--- src/logic/config_target_pkg.sv ---
package config_target_pkg;

  // Bus widths
  localparam int CFG_BUS_ADDR_W = 32;
  localparam int CFG_BUS_DATA_W = 32;

  // Slave address map, one 256-byte window per slave
  localparam logic [CFG_BUS_ADDR_W-1:0] CFG_PRCI_BASE  = 32'h0000_0000;
  localparam logic [CFG_BUS_ADDR_W-1:0] CFG_GPIO_BASE  = 32'h0000_0100;
  localparam logic [CFG_BUS_ADDR_W-1:0] CFG_DDR_BASE   = 32'h0000_0200;
  localparam logic [CFG_BUS_ADDR_W-1:0] CFG_SLAVE_SIZE = 32'h0000_0100;

  // Offset bits decoded inside a slave window
  localparam int CFG_REG_OFFS_W = $clog2(CFG_SLAVE_SIZE);

  // PRCI registers
  localparam logic [CFG_REG_OFFS_W-1:0] REG_STATUS     = 8'h00;
  localparam logic [CFG_REG_OFFS_W-1:0] REG_CTRL       = 8'h04;
  // GPIO registers
  localparam logic [CFG_REG_OFFS_W-1:0] REG_GPIO_IN    = 8'h00;
  localparam logic [CFG_REG_OFFS_W-1:0] REG_GPIO_OUT   = 8'h04;
  localparam logic [CFG_REG_OFFS_W-1:0] REG_GPIO_DIR   = 8'h08;
  // DDR controller registers
  localparam logic [CFG_REG_OFFS_W-1:0] REG_DDR_STATUS = 8'h00;
  localparam logic [CFG_REG_OFFS_W-1:0] REG_DDR_CYCLES = 8'h04;

endpackage

--- src/logic/types_amba_pkg.sv ---
package types_amba_pkg;
  import config_target_pkg::*;

  // APB request from master to slave
  typedef struct packed {
    logic                      pselx;
    logic                      penable;
    logic                      pwrite;
    logic [CFG_BUS_ADDR_W-1:0] paddr;
    logic [CFG_BUS_DATA_W-1:0] pwdata;
  } apb_in_type;

  // APB response from slave to master
  typedef struct packed {
    logic                      pready;
    logic [CFG_BUS_DATA_W-1:0] prdata;
    logic                      pslverr;
  } apb_out_type;

  // Idle response
  localparam apb_out_type apb_out_none = '{
    pready:  1'b0,
    prdata:  '0,
    pslverr: 1'b0
  };

  // One slave region in the address map, size in bytes
  typedef struct packed {
    logic [CFG_BUS_ADDR_W-1:0] base;
    logic [CFG_BUS_ADDR_W-1:0] size;
  } mapinfo_type;

endpackage

--- src/logic/apb_prci.sv ---
`timescale 1ns/1ps

module apb_prci
  import types_amba_pkg::*;
  import config_target_pkg::*;
#(
  parameter int RST_HOLD_CYCLES = 8
) (
  input  logic        i_clk,
  input  logic        i_rst,
  input  apb_in_type  i_apbi,
  output apb_out_type o_apbo,
  input  logic        i_ddr_calib_done,
  output logic        o_sys_nrst,
  output logic        o_dbg_nrst,
  output logic        o_ddr_nrst
);

  localparam int CNT_W = $clog2(RST_HOLD_CYCLES + 1);

  // Reset sequencer states
  typedef enum logic [1:0] {
    ST_DDR_HOLD,
    ST_CALIB,
    ST_RUN,
    ST_SW_HOLD
  } state_e;

  state_e                    state;
  logic [CNT_W-1:0]          hold_cnt;
  logic                      hold_done;
  logic [CFG_REG_OFFS_W-1:0] reg_offs;
  logic                      wr_en;
  logic                      sw_rst;

  assign reg_offs  = i_apbi.paddr[CFG_REG_OFFS_W-1:0];
  assign wr_en     = i_apbi.pselx & i_apbi.penable & i_apbi.pwrite;
  // Write-one pulse on CTRL bit 0
  assign sw_rst    = wr_en && (reg_offs == REG_CTRL) && i_apbi.pwdata[0];
  assign hold_done = (hold_cnt == CNT_W'(RST_HOLD_CYCLES - 1));

  // One hold counter serves both the power-on and the software reset
  always_ff @(posedge i_clk) begin
    if (i_rst) begin
      state    <= ST_DDR_HOLD;
      hold_cnt <= '0;
    end else begin
      case (state)
        ST_DDR_HOLD: begin
          if (hold_done) begin
            state    <= ST_CALIB;
            hold_cnt <= '0;
          end else begin
            hold_cnt <= hold_cnt + 1'b1;
          end
        end
        ST_CALIB: begin
          if (i_ddr_calib_done) begin
            state <= ST_RUN;
          end
        end
        ST_RUN: begin
          if (sw_rst) begin
            state    <= ST_SW_HOLD;
            hold_cnt <= '0;
          end
        end
        ST_SW_HOLD: begin
          if (hold_done) begin
            state    <= ST_RUN;
            hold_cnt <= '0;
          end else begin
            hold_cnt <= hold_cnt + 1'b1;
          end
        end
        default: begin
          state <= ST_DDR_HOLD;
        end
      endcase
    end
  end

  // Reset outputs decoded from the sequencer state
  assign o_ddr_nrst = (state != ST_DDR_HOLD);
  assign o_sys_nrst = (state == ST_RUN);
  // Debug domain survives a software system reset
  assign o_dbg_nrst = (state == ST_RUN) || (state == ST_SW_HOLD);

  // Zero wait-state register read
  always_comb begin
    o_apbo        = apb_out_none;
    o_apbo.pready = i_apbi.pselx & i_apbi.penable;
    case (reg_offs)
      REG_STATUS: o_apbo.prdata[2:0] = {i_ddr_calib_done, o_ddr_nrst, o_sys_nrst};
      default:    o_apbo.prdata      = '0;
    endcase
  end

endmodule

--- src/logic/apb_gpio.sv ---
`timescale 1ns/1ps

module apb_gpio
  import types_amba_pkg::*;
  import config_target_pkg::*;
#(
  parameter int GPIO_WIDTH = 12
) (
  input  logic                  i_clk,
  input  logic                  i_sys_nrst,
  input  apb_in_type            i_apbi,
  output apb_out_type           o_apbo,
  input  logic [GPIO_WIDTH-1:0] i_gpio,
  output logic [GPIO_WIDTH-1:0] o_gpio,
  output logic [GPIO_WIDTH-1:0] o_gpio_dir
);

  logic [GPIO_WIDTH-1:0]     r_out;
  logic [GPIO_WIDTH-1:0]     r_dir;
  logic [GPIO_WIDTH-1:0]     r_in;
  logic [CFG_REG_OFFS_W-1:0] reg_offs;
  logic                      wr_en;

  assign reg_offs = i_apbi.paddr[CFG_REG_OFFS_W-1:0];
  assign wr_en    = i_apbi.pselx & i_apbi.penable & i_apbi.pwrite;

  always_ff @(posedge i_clk) begin
    if (!i_sys_nrst) begin
      r_out <= '0;
      r_dir <= '0;
      r_in  <= '0;
    end else begin
      // Input pins sampled every cycle
      r_in <= i_gpio;
      if (wr_en) begin
        // Upper write data bits are dropped
        case (reg_offs)
          REG_GPIO_OUT: r_out <= i_apbi.pwdata[GPIO_WIDTH-1:0];
          REG_GPIO_DIR: r_dir <= i_apbi.pwdata[GPIO_WIDTH-1:0];
          default: begin
          end
        endcase
      end
    end
  end

  assign o_gpio     = r_out;
  assign o_gpio_dir = r_dir;

  always_comb begin
    o_apbo        = apb_out_none;
    o_apbo.pready = i_apbi.pselx & i_apbi.penable;
    case (reg_offs)
      REG_GPIO_IN:  o_apbo.prdata = CFG_BUS_DATA_W'(r_in);
      REG_GPIO_OUT: o_apbo.prdata = CFG_BUS_DATA_W'(r_out);
      REG_GPIO_DIR: o_apbo.prdata = CFG_BUS_DATA_W'(r_dir);
      default:      o_apbo.prdata = '0;
    endcase
  end

endmodule

--- src/logic/apb_ddr_ctrl.sv ---
`timescale 1ns/1ps

module apb_ddr_ctrl
  import types_amba_pkg::*;
  import config_target_pkg::*;
#(
  parameter int CALIB_CYCLES = 20
) (
  input  logic        i_clk,
  input  logic        i_ddr_nrst,
  input  logic        i_sys_nrst,
  input  apb_in_type  i_apbi,
  output apb_out_type o_apbo,
  output logic        o_calib_done
);

  localparam int CNT_W = $clog2(CALIB_CYCLES + 1);

  logic [CNT_W-1:0]          calib_cnt;
  logic                      calib_done;
  logic                      r_status;
  logic [CNT_W-1:0]          r_cycles;
  logic [CFG_REG_OFFS_W-1:0] reg_offs;

  assign reg_offs = i_apbi.paddr[CFG_REG_OFFS_W-1:0];

  // Calibration model: count from DDR reset release, then hold
  always_ff @(posedge i_clk) begin
    if (!i_ddr_nrst) begin
      calib_cnt  <= '0;
      calib_done <= 1'b0;
    end else if (!calib_done) begin
      calib_cnt <= calib_cnt + 1'b1;
      if (calib_cnt == CNT_W'(CALIB_CYCLES - 1)) begin
        calib_done <= 1'b1;
      end
    end
  end

  assign o_calib_done = calib_done;

  // Status copies live in the system domain
  always_ff @(posedge i_clk) begin
    if (!i_sys_nrst) begin
      r_status <= 1'b0;
      r_cycles <= '0;
    end else begin
      r_status <= calib_done;
      if (calib_done) begin
        r_cycles <= calib_cnt;
      end
    end
  end

  // Both registers are read-only
  always_comb begin
    o_apbo        = apb_out_none;
    o_apbo.pready = i_apbi.pselx & i_apbi.penable;
    case (reg_offs)
      REG_DDR_STATUS: o_apbo.prdata[0] = r_status;
      REG_DDR_CYCLES: o_apbo.prdata    = CFG_BUS_DATA_W'(r_cycles);
      default:        o_apbo.prdata    = '0;
    endcase
  end

endmodule

--- src/logic/apb_bus_decoder.sv ---
`timescale 1ns/1ps

module apb_bus_decoder
  import types_amba_pkg::*;
(
  input  logic        i_clk,
  input  logic        i_rst,
  input  apb_in_type  i_apbi,
  output apb_out_type o_apbo,
  input  mapinfo_type i_prci_map,
  input  mapinfo_type i_gpio_map,
  input  mapinfo_type i_ddr_map,
  output apb_in_type  o_prci_apbi,
  output apb_in_type  o_gpio_apbi,
  output apb_in_type  o_ddr_apbi,
  input  apb_out_type i_prci_apbo,
  input  apb_out_type i_gpio_apbo,
  input  apb_out_type i_ddr_apbo
);

  typedef enum logic [1:0] {
    SLV_NONE,
    SLV_PRCI,
    SLV_GPIO,
    SLV_DDR
  } slv_e;

  logic hit_prci;
  logic hit_gpio;
  logic hit_ddr;
  slv_e sel_now;
  slv_e r_sel;

  function automatic logic in_region(input apb_in_type apbi, input mapinfo_type map);
    return (apbi.paddr >= map.base) && (apbi.paddr < (map.base + map.size));
  endfunction

  assign hit_prci = in_region(i_apbi, i_prci_map);
  assign hit_gpio = in_region(i_apbi, i_gpio_map);
  assign hit_ddr  = in_region(i_apbi, i_ddr_map);

  always_comb begin
    if (hit_prci) begin
      sel_now = SLV_PRCI;
    end else if (hit_gpio) begin
      sel_now = SLV_GPIO;
    end else if (hit_ddr) begin
      sel_now = SLV_DDR;
    end else begin
      sel_now = SLV_NONE;
    end
  end

  // Slave choice is captured in the setup cycle and held while the address is stable
  always_ff @(posedge i_clk) begin
    if (i_rst) begin
      r_sel <= SLV_NONE;
    end else if (i_apbi.pselx && !i_apbi.penable) begin
      r_sel <= sel_now;
    end
  end

  always_comb begin
    o_prci_apbi       = i_apbi;
    o_gpio_apbi       = i_apbi;
    o_ddr_apbi        = i_apbi;
    o_prci_apbi.pselx = i_apbi.pselx & (sel_now == SLV_PRCI);
    o_gpio_apbi.pselx = i_apbi.pselx & (sel_now == SLV_GPIO);
    o_ddr_apbi.pselx  = i_apbi.pselx & (sel_now == SLV_DDR);
  end

  // Response mux that answers a miss with an error
  always_comb begin
    o_apbo = apb_out_none;
    if (i_apbi.pselx && i_apbi.penable) begin
      case (r_sel)
        SLV_PRCI: o_apbo = i_prci_apbo;
        SLV_GPIO: o_apbo = i_gpio_apbo;
        SLV_DDR:  o_apbo = i_ddr_apbo;
        default: begin
          o_apbo.pready  = 1'b1;
          o_apbo.pslverr = 1'b1;
        end
      endcase
    end
  end

endmodule

--- src/logic/board_top.sv ---
`timescale 1ns/1ps

module board_top
  import types_amba_pkg::*;
  import config_target_pkg::*;
#(
  parameter int GPIO_WIDTH      = 12,
  parameter int RST_HOLD_CYCLES = 8,
  parameter int CALIB_CYCLES    = 20
) (
  input  logic                  i_clk,
  input  logic                  i_rst,
  input  apb_in_type            i_apbi,
  output apb_out_type           o_apbo,
  input  logic [GPIO_WIDTH-1:0] i_gpio,
  output logic [GPIO_WIDTH-1:0] o_gpio,
  output logic [GPIO_WIDTH-1:0] o_gpio_dir,
  output logic                  o_sys_nrst,
  output logic                  o_ddr_init_calib_complete
);

  // Address map records
  mapinfo_type prci_pmapinfo;
  mapinfo_type gpio_pmapinfo;
  mapinfo_type ddr_pmapinfo;

  apb_in_type  prci_apbi;
  apb_out_type prci_apbo;
  apb_in_type  gpio_apbi;
  apb_out_type gpio_apbo;
  apb_in_type  ddr_apbi;
  apb_out_type ddr_apbo;

  logic w_sys_nrst;
  logic w_ddr_nrst;
  logic w_ddr_calib_done;

  assign prci_pmapinfo = '{base: CFG_PRCI_BASE, size: CFG_SLAVE_SIZE};
  assign gpio_pmapinfo = '{base: CFG_GPIO_BASE, size: CFG_SLAVE_SIZE};
  assign ddr_pmapinfo  = '{base: CFG_DDR_BASE,  size: CFG_SLAVE_SIZE};

  assign o_sys_nrst                = w_sys_nrst;
  assign o_ddr_init_calib_complete = w_ddr_calib_done;

  apb_bus_decoder bus0 (
    .i_clk(i_clk),
    .i_rst(i_rst),
    .i_apbi(i_apbi),
    .o_apbo(o_apbo),
    .i_prci_map(prci_pmapinfo),
    .i_gpio_map(gpio_pmapinfo),
    .i_ddr_map(ddr_pmapinfo),
    .o_prci_apbi(prci_apbi),
    .o_gpio_apbi(gpio_apbi),
    .o_ddr_apbi(ddr_apbi),
    .i_prci_apbo(prci_apbo),
    .i_gpio_apbo(gpio_apbo),
    .i_ddr_apbo(ddr_apbo)
  );

  // PLL and reset control
  apb_prci #(
    .RST_HOLD_CYCLES(RST_HOLD_CYCLES)
  ) prci0 (
    .i_clk(i_clk),
    .i_rst(i_rst),
    .i_apbi(prci_apbi),
    .o_apbo(prci_apbo),
    .i_ddr_calib_done(w_ddr_calib_done),
    .o_sys_nrst(w_sys_nrst),
    .o_dbg_nrst(),  // no debug module on this board model
    .o_ddr_nrst(w_ddr_nrst)
  );

  apb_gpio #(
    .GPIO_WIDTH(GPIO_WIDTH)
  ) gpio0 (
    .i_clk(i_clk),
    .i_sys_nrst(w_sys_nrst),
    .i_apbi(gpio_apbi),
    .o_apbo(gpio_apbo),
    .i_gpio(i_gpio),
    .o_gpio(o_gpio),
    .o_gpio_dir(o_gpio_dir)
  );

  apb_ddr_ctrl #(
    .CALIB_CYCLES(CALIB_CYCLES)
  ) ddr0 (
    .i_clk(i_clk),
    .i_ddr_nrst(w_ddr_nrst),
    .i_sys_nrst(w_sys_nrst),
    .i_apbi(ddr_apbi),
    .o_apbo(ddr_apbo),
    .o_calib_done(w_ddr_calib_done)
  );

endmodule

--- config.mk ---
export PLATFORM = sky130hd
export DESIGN_NAME = board_top
export DESIGN_NICKNAME = d
export VERILOG_FILES = /design/src/logic/config_target_pkg.sv /design/src/logic/types_amba_pkg.sv /design/src/logic/apb_prci.sv /design/src/logic/apb_gpio.sv /design/src/logic/apb_ddr_ctrl.sv /design/src/logic/apb_bus_decoder.sv /design/src/logic/board_top.sv
export SDC_FILE = /design/constraint.sdc
export NUM_CORES = 1
export LEC_CHECK = 0
export BUFFER_PORTS_ARGS = -buffer_cell sky130_fd_sc_hd__buf_2
export CORE_ASPECT_RATIO = 0.6
export CORE_MARGIN = 2
export CORE_UTILIZATION = 47
export CTS_CLUSTER_SIZE = 20
export DETAILED_ROUTE_END_ITERATION = 12
export PLACE_DENSITY = 0.81
export SLEW_MARGIN = 20
export SYNTH_ARGS = -nofsm -noshare
export SYNTH_HDL_FRONTEND = slang
export SYNTH_SLANG_ARGS = --single-unit
--- constraint.sdc ---
create_clock -name i_clk -period 3 [get_ports i_clk]
set_clock_uncertainty 0.05 [all_clocks]
set_input_delay 0.75 -clock i_clk [delete_from_list [all_inputs] [get_ports i_clk]]
set_output_delay 0.75 -clock i_clk [all_outputs]
set_load 0.01 [all_outputs]
==> out/qor.csv <==
metric,value,unit
Tcrit/Tclk final,98.72,%
crit path kind,input port to output port,
Max-Cap Viols,0,
Synth warnings,0,
Net Switching,533.3,uW
unrepaired setup endpoints after global routing,yes,
register area share after synthesis,37.36,%
largest net degree at the start of global routing,55,
I/O Buffers,100,
DRT Wirelength,7419,um
worst hold path endpoint,gpio0.o_gpio_dir[2],
outcome,completed,
wire per inst,14.02,um
Cells after Synth,345,
nature of the critical path endpoint,output port,
Non-Filler Instances,529,
DRT Pass-1 Iters,4,
depth of the worst hold-timing path,2,
Cell variety after synth,47,
GPL Wtd Cong,0.8177,
Die ar.,7060,sq um
Tmin final,2962,ps
Post-DRT Antenna Nets,0,
fin util,59.29,%
Synth Flop Type,dfxtp_1,
crit path max fanout,5,
DRT iter0 DRCs,98,
Register-to-Register Path Depth,7,
Reg2Reg Setup Slack,1070,ps
area of the multi-input gates,1685,sq um
Filler cells,546,
pins over their slew limit,0,
worst setup path startpoint,i_apbi[36],
Slew HR,65.60,%
Critical Path RT,2200,ps
sequential power share,50.8,%
Die Wd,107.2,um
Worst Tran Pin Value,516.0,ps
"Hold Violations, Final",0,
CTS max path bufs,2,
Comb power frac,22.9,%
pwr dens,456.6,nW/um^2
"Area growth, synth to finish",21.31,%
"flops & latches, synth",56,
drt drc,0,
CTS tree,done,
Worst R2R End,prci0.hold_cnt[3],
register area,1121,sq um
Ant. Diodes,0,
Clock power frac,26.3,%
number of synthesized flops with an enable pin,0,
Leak,0.001584,uW
final hold slack,429.7,ps
ys async rst share,0,%
vias in the first global route,2566,
core area,6138,sq um
Die Y,65.89,um
first-pass GRT wire length,11870,um
layout cells sized above 1,31.01,%
gr ovfl total,0,
Setup crit start kind,input port,
Ports,141,
"commonest non-fill, non-tap cells in the layout","buf_2, dfxtp_1, nand2_1",
CP Data Arrival Time,2160,ps
hold crit path type,flip-flop to flip-flop,
Num CTS Buffers,5,
Post-DP HPWL,5639,um
"most common cell after layout, fill and taps aside",buf_2,
RR Startpoint,prci0.state[0],
clk sinks,56,
total power,1662,uW
# H-tree levels,2,
maximum vdd ir drop,0.2716,mV
pre-CTS setup slack,-147.6,ps
final setup vio count,0,
Starting Density,48.88,%
Post-Syn Area,3000,sq um
worst skew pair latency,310,ps
initial antenna violation count,0,
vias per cell,5.047,
Pint,1129,uW
Placement Rows,22,
syn avg cell area,8.697,sq um
final setup margin,38.28,ps
Clock Root Buffer,clkbuf_8,
total track usage,21.38,%
layout net count,531,
dpl cells,520,
Hold Crit Start,gpio0.o_gpio_dir[2],
Hold Buf Count CTS,0,
fmax,337.6,MHz
switching share of total power,32.08,%
Clock transition at path regs,100,ps
Vias,2670,
-- power by group through the flow --
stage | logic [uW] | registers, uW | clock network [uW]
final | 381 | 844 | 437
after detailed placement | 373 | 861 | 0
after global routing | 435 | 852 | 474
after floorplan | 283 | 851 | 0
after global placement | 358 | 857 | 0
after CTS | 377 | 843 | 440
-- through the flow --
stage	TNS (ps)	area (sq um)
2_1_floorplan	0	3072
3_3_place_gp	-272.9	3510
3_5_place_dp	-688.9	3510
4_1_cts	0	3615
5_1_grt	-32.16	3640
6_report	0	3640
-- worst max-delay path, stage by stage --
cell and delay, ps:
buf_6 100, nor4_4 330, nand2_2 130, a2111oi_4 250, buf_4 200, a32oi_2 50
nor3_1 180, buf_2 170
-- metal layers --
metal / track usage (%) / up-vias / wire length, um
met5: 0 / - / 0
met4: 8.117 / 0 / 89
met3: 4.236 / 8 / 499
met2: 35.44 / 102 / 3456
met1: 27.69 / 1219 / 3374
li1: - / 1341 / -
-- worst max path at each step --
stage                           end  slack [ps]  cells after the start
after floorplan           o_apbo[4]         190                      5
after global placement    o_apbo[5]         -90                      8
after detailed placement  o_apbo[4]        -150                      8
final                     o_apbo[4]          40                      8
after global routing      o_apbo[4]         -20                      8
after CTS                 o_apbo[1]          20                      8
-- cell type report --
type                       count  share of cell area, %
sequential                    56                  30.80
timing repair buffer         113                  16.78
clock inverter                 3                 0.7219
multi-input combinational    262                  46.30
inverter                       6                 0.6188
clock buffer                   5                  1.891
tap                           84                  2.888
-- flip-flops by register name (all words and copies together) (netlist names) --
signal and cells:
gpio0.o_gpio 12, gpio0.o_gpio_dir 12, gpio0.r_in 12, ddr0.calib_cnt 5, ddr0.r_cycles 5, prci0.hold_cnt 4
bus0.r_sel 2, prci0.state 2, ddr0.o_calib_done 1, ddr0.r_status 1
-- cells by family after synthesis --
kind of cell	after synthesis	synth area share, %
mux	42	14.01
other cells	1	0.1250
buf+inv	46	9.424
fa+ha+maj	6	2.502
flops	56	37.36
xor+xnor	5	1.459
compound gates	40	9.717
simple gates	149	25.40
-- cell usage after synthesis (all sizes together) (4+ instances only) --
| master | instances | area [sq um] |
|---|---|---|
| dfxtp | 56 | 1121 |
| nand2 | 52 | 197.7 |
| nor2 | 43 | 163.9 |
| mux2i | 42 | 420.4 |
| buf | 28 | 215.2 |
| a21oi | 13 | 65.06 |
| and2 | 12 | 75.07 |
| clkbuf | 12 | 45.04 |
| o21ai | 9 | 45.04 |
| nand3 | 7 | 35.03 |
| ha | 6 | 75.07 |
| inv | 6 | 22.52 |
| nor4 | 6 | 86.34 |
| and3 | 5 | 32.53 |
| nor2b | 5 | 31.28 |
| nor3 | 5 | 25.02 |
| a22oi | 4 | 30.03 |
| xor2 | 4 | 35.03 |
-- what timing repair did --
item / 4_1_cts / 5_1_grt
setup buffers: 1 / 0
setup endpoints to repair: 12 / 5
pin swaps: 2 / 2
resized for setup: 1 / 4
(Power assumes the default switching activity.)
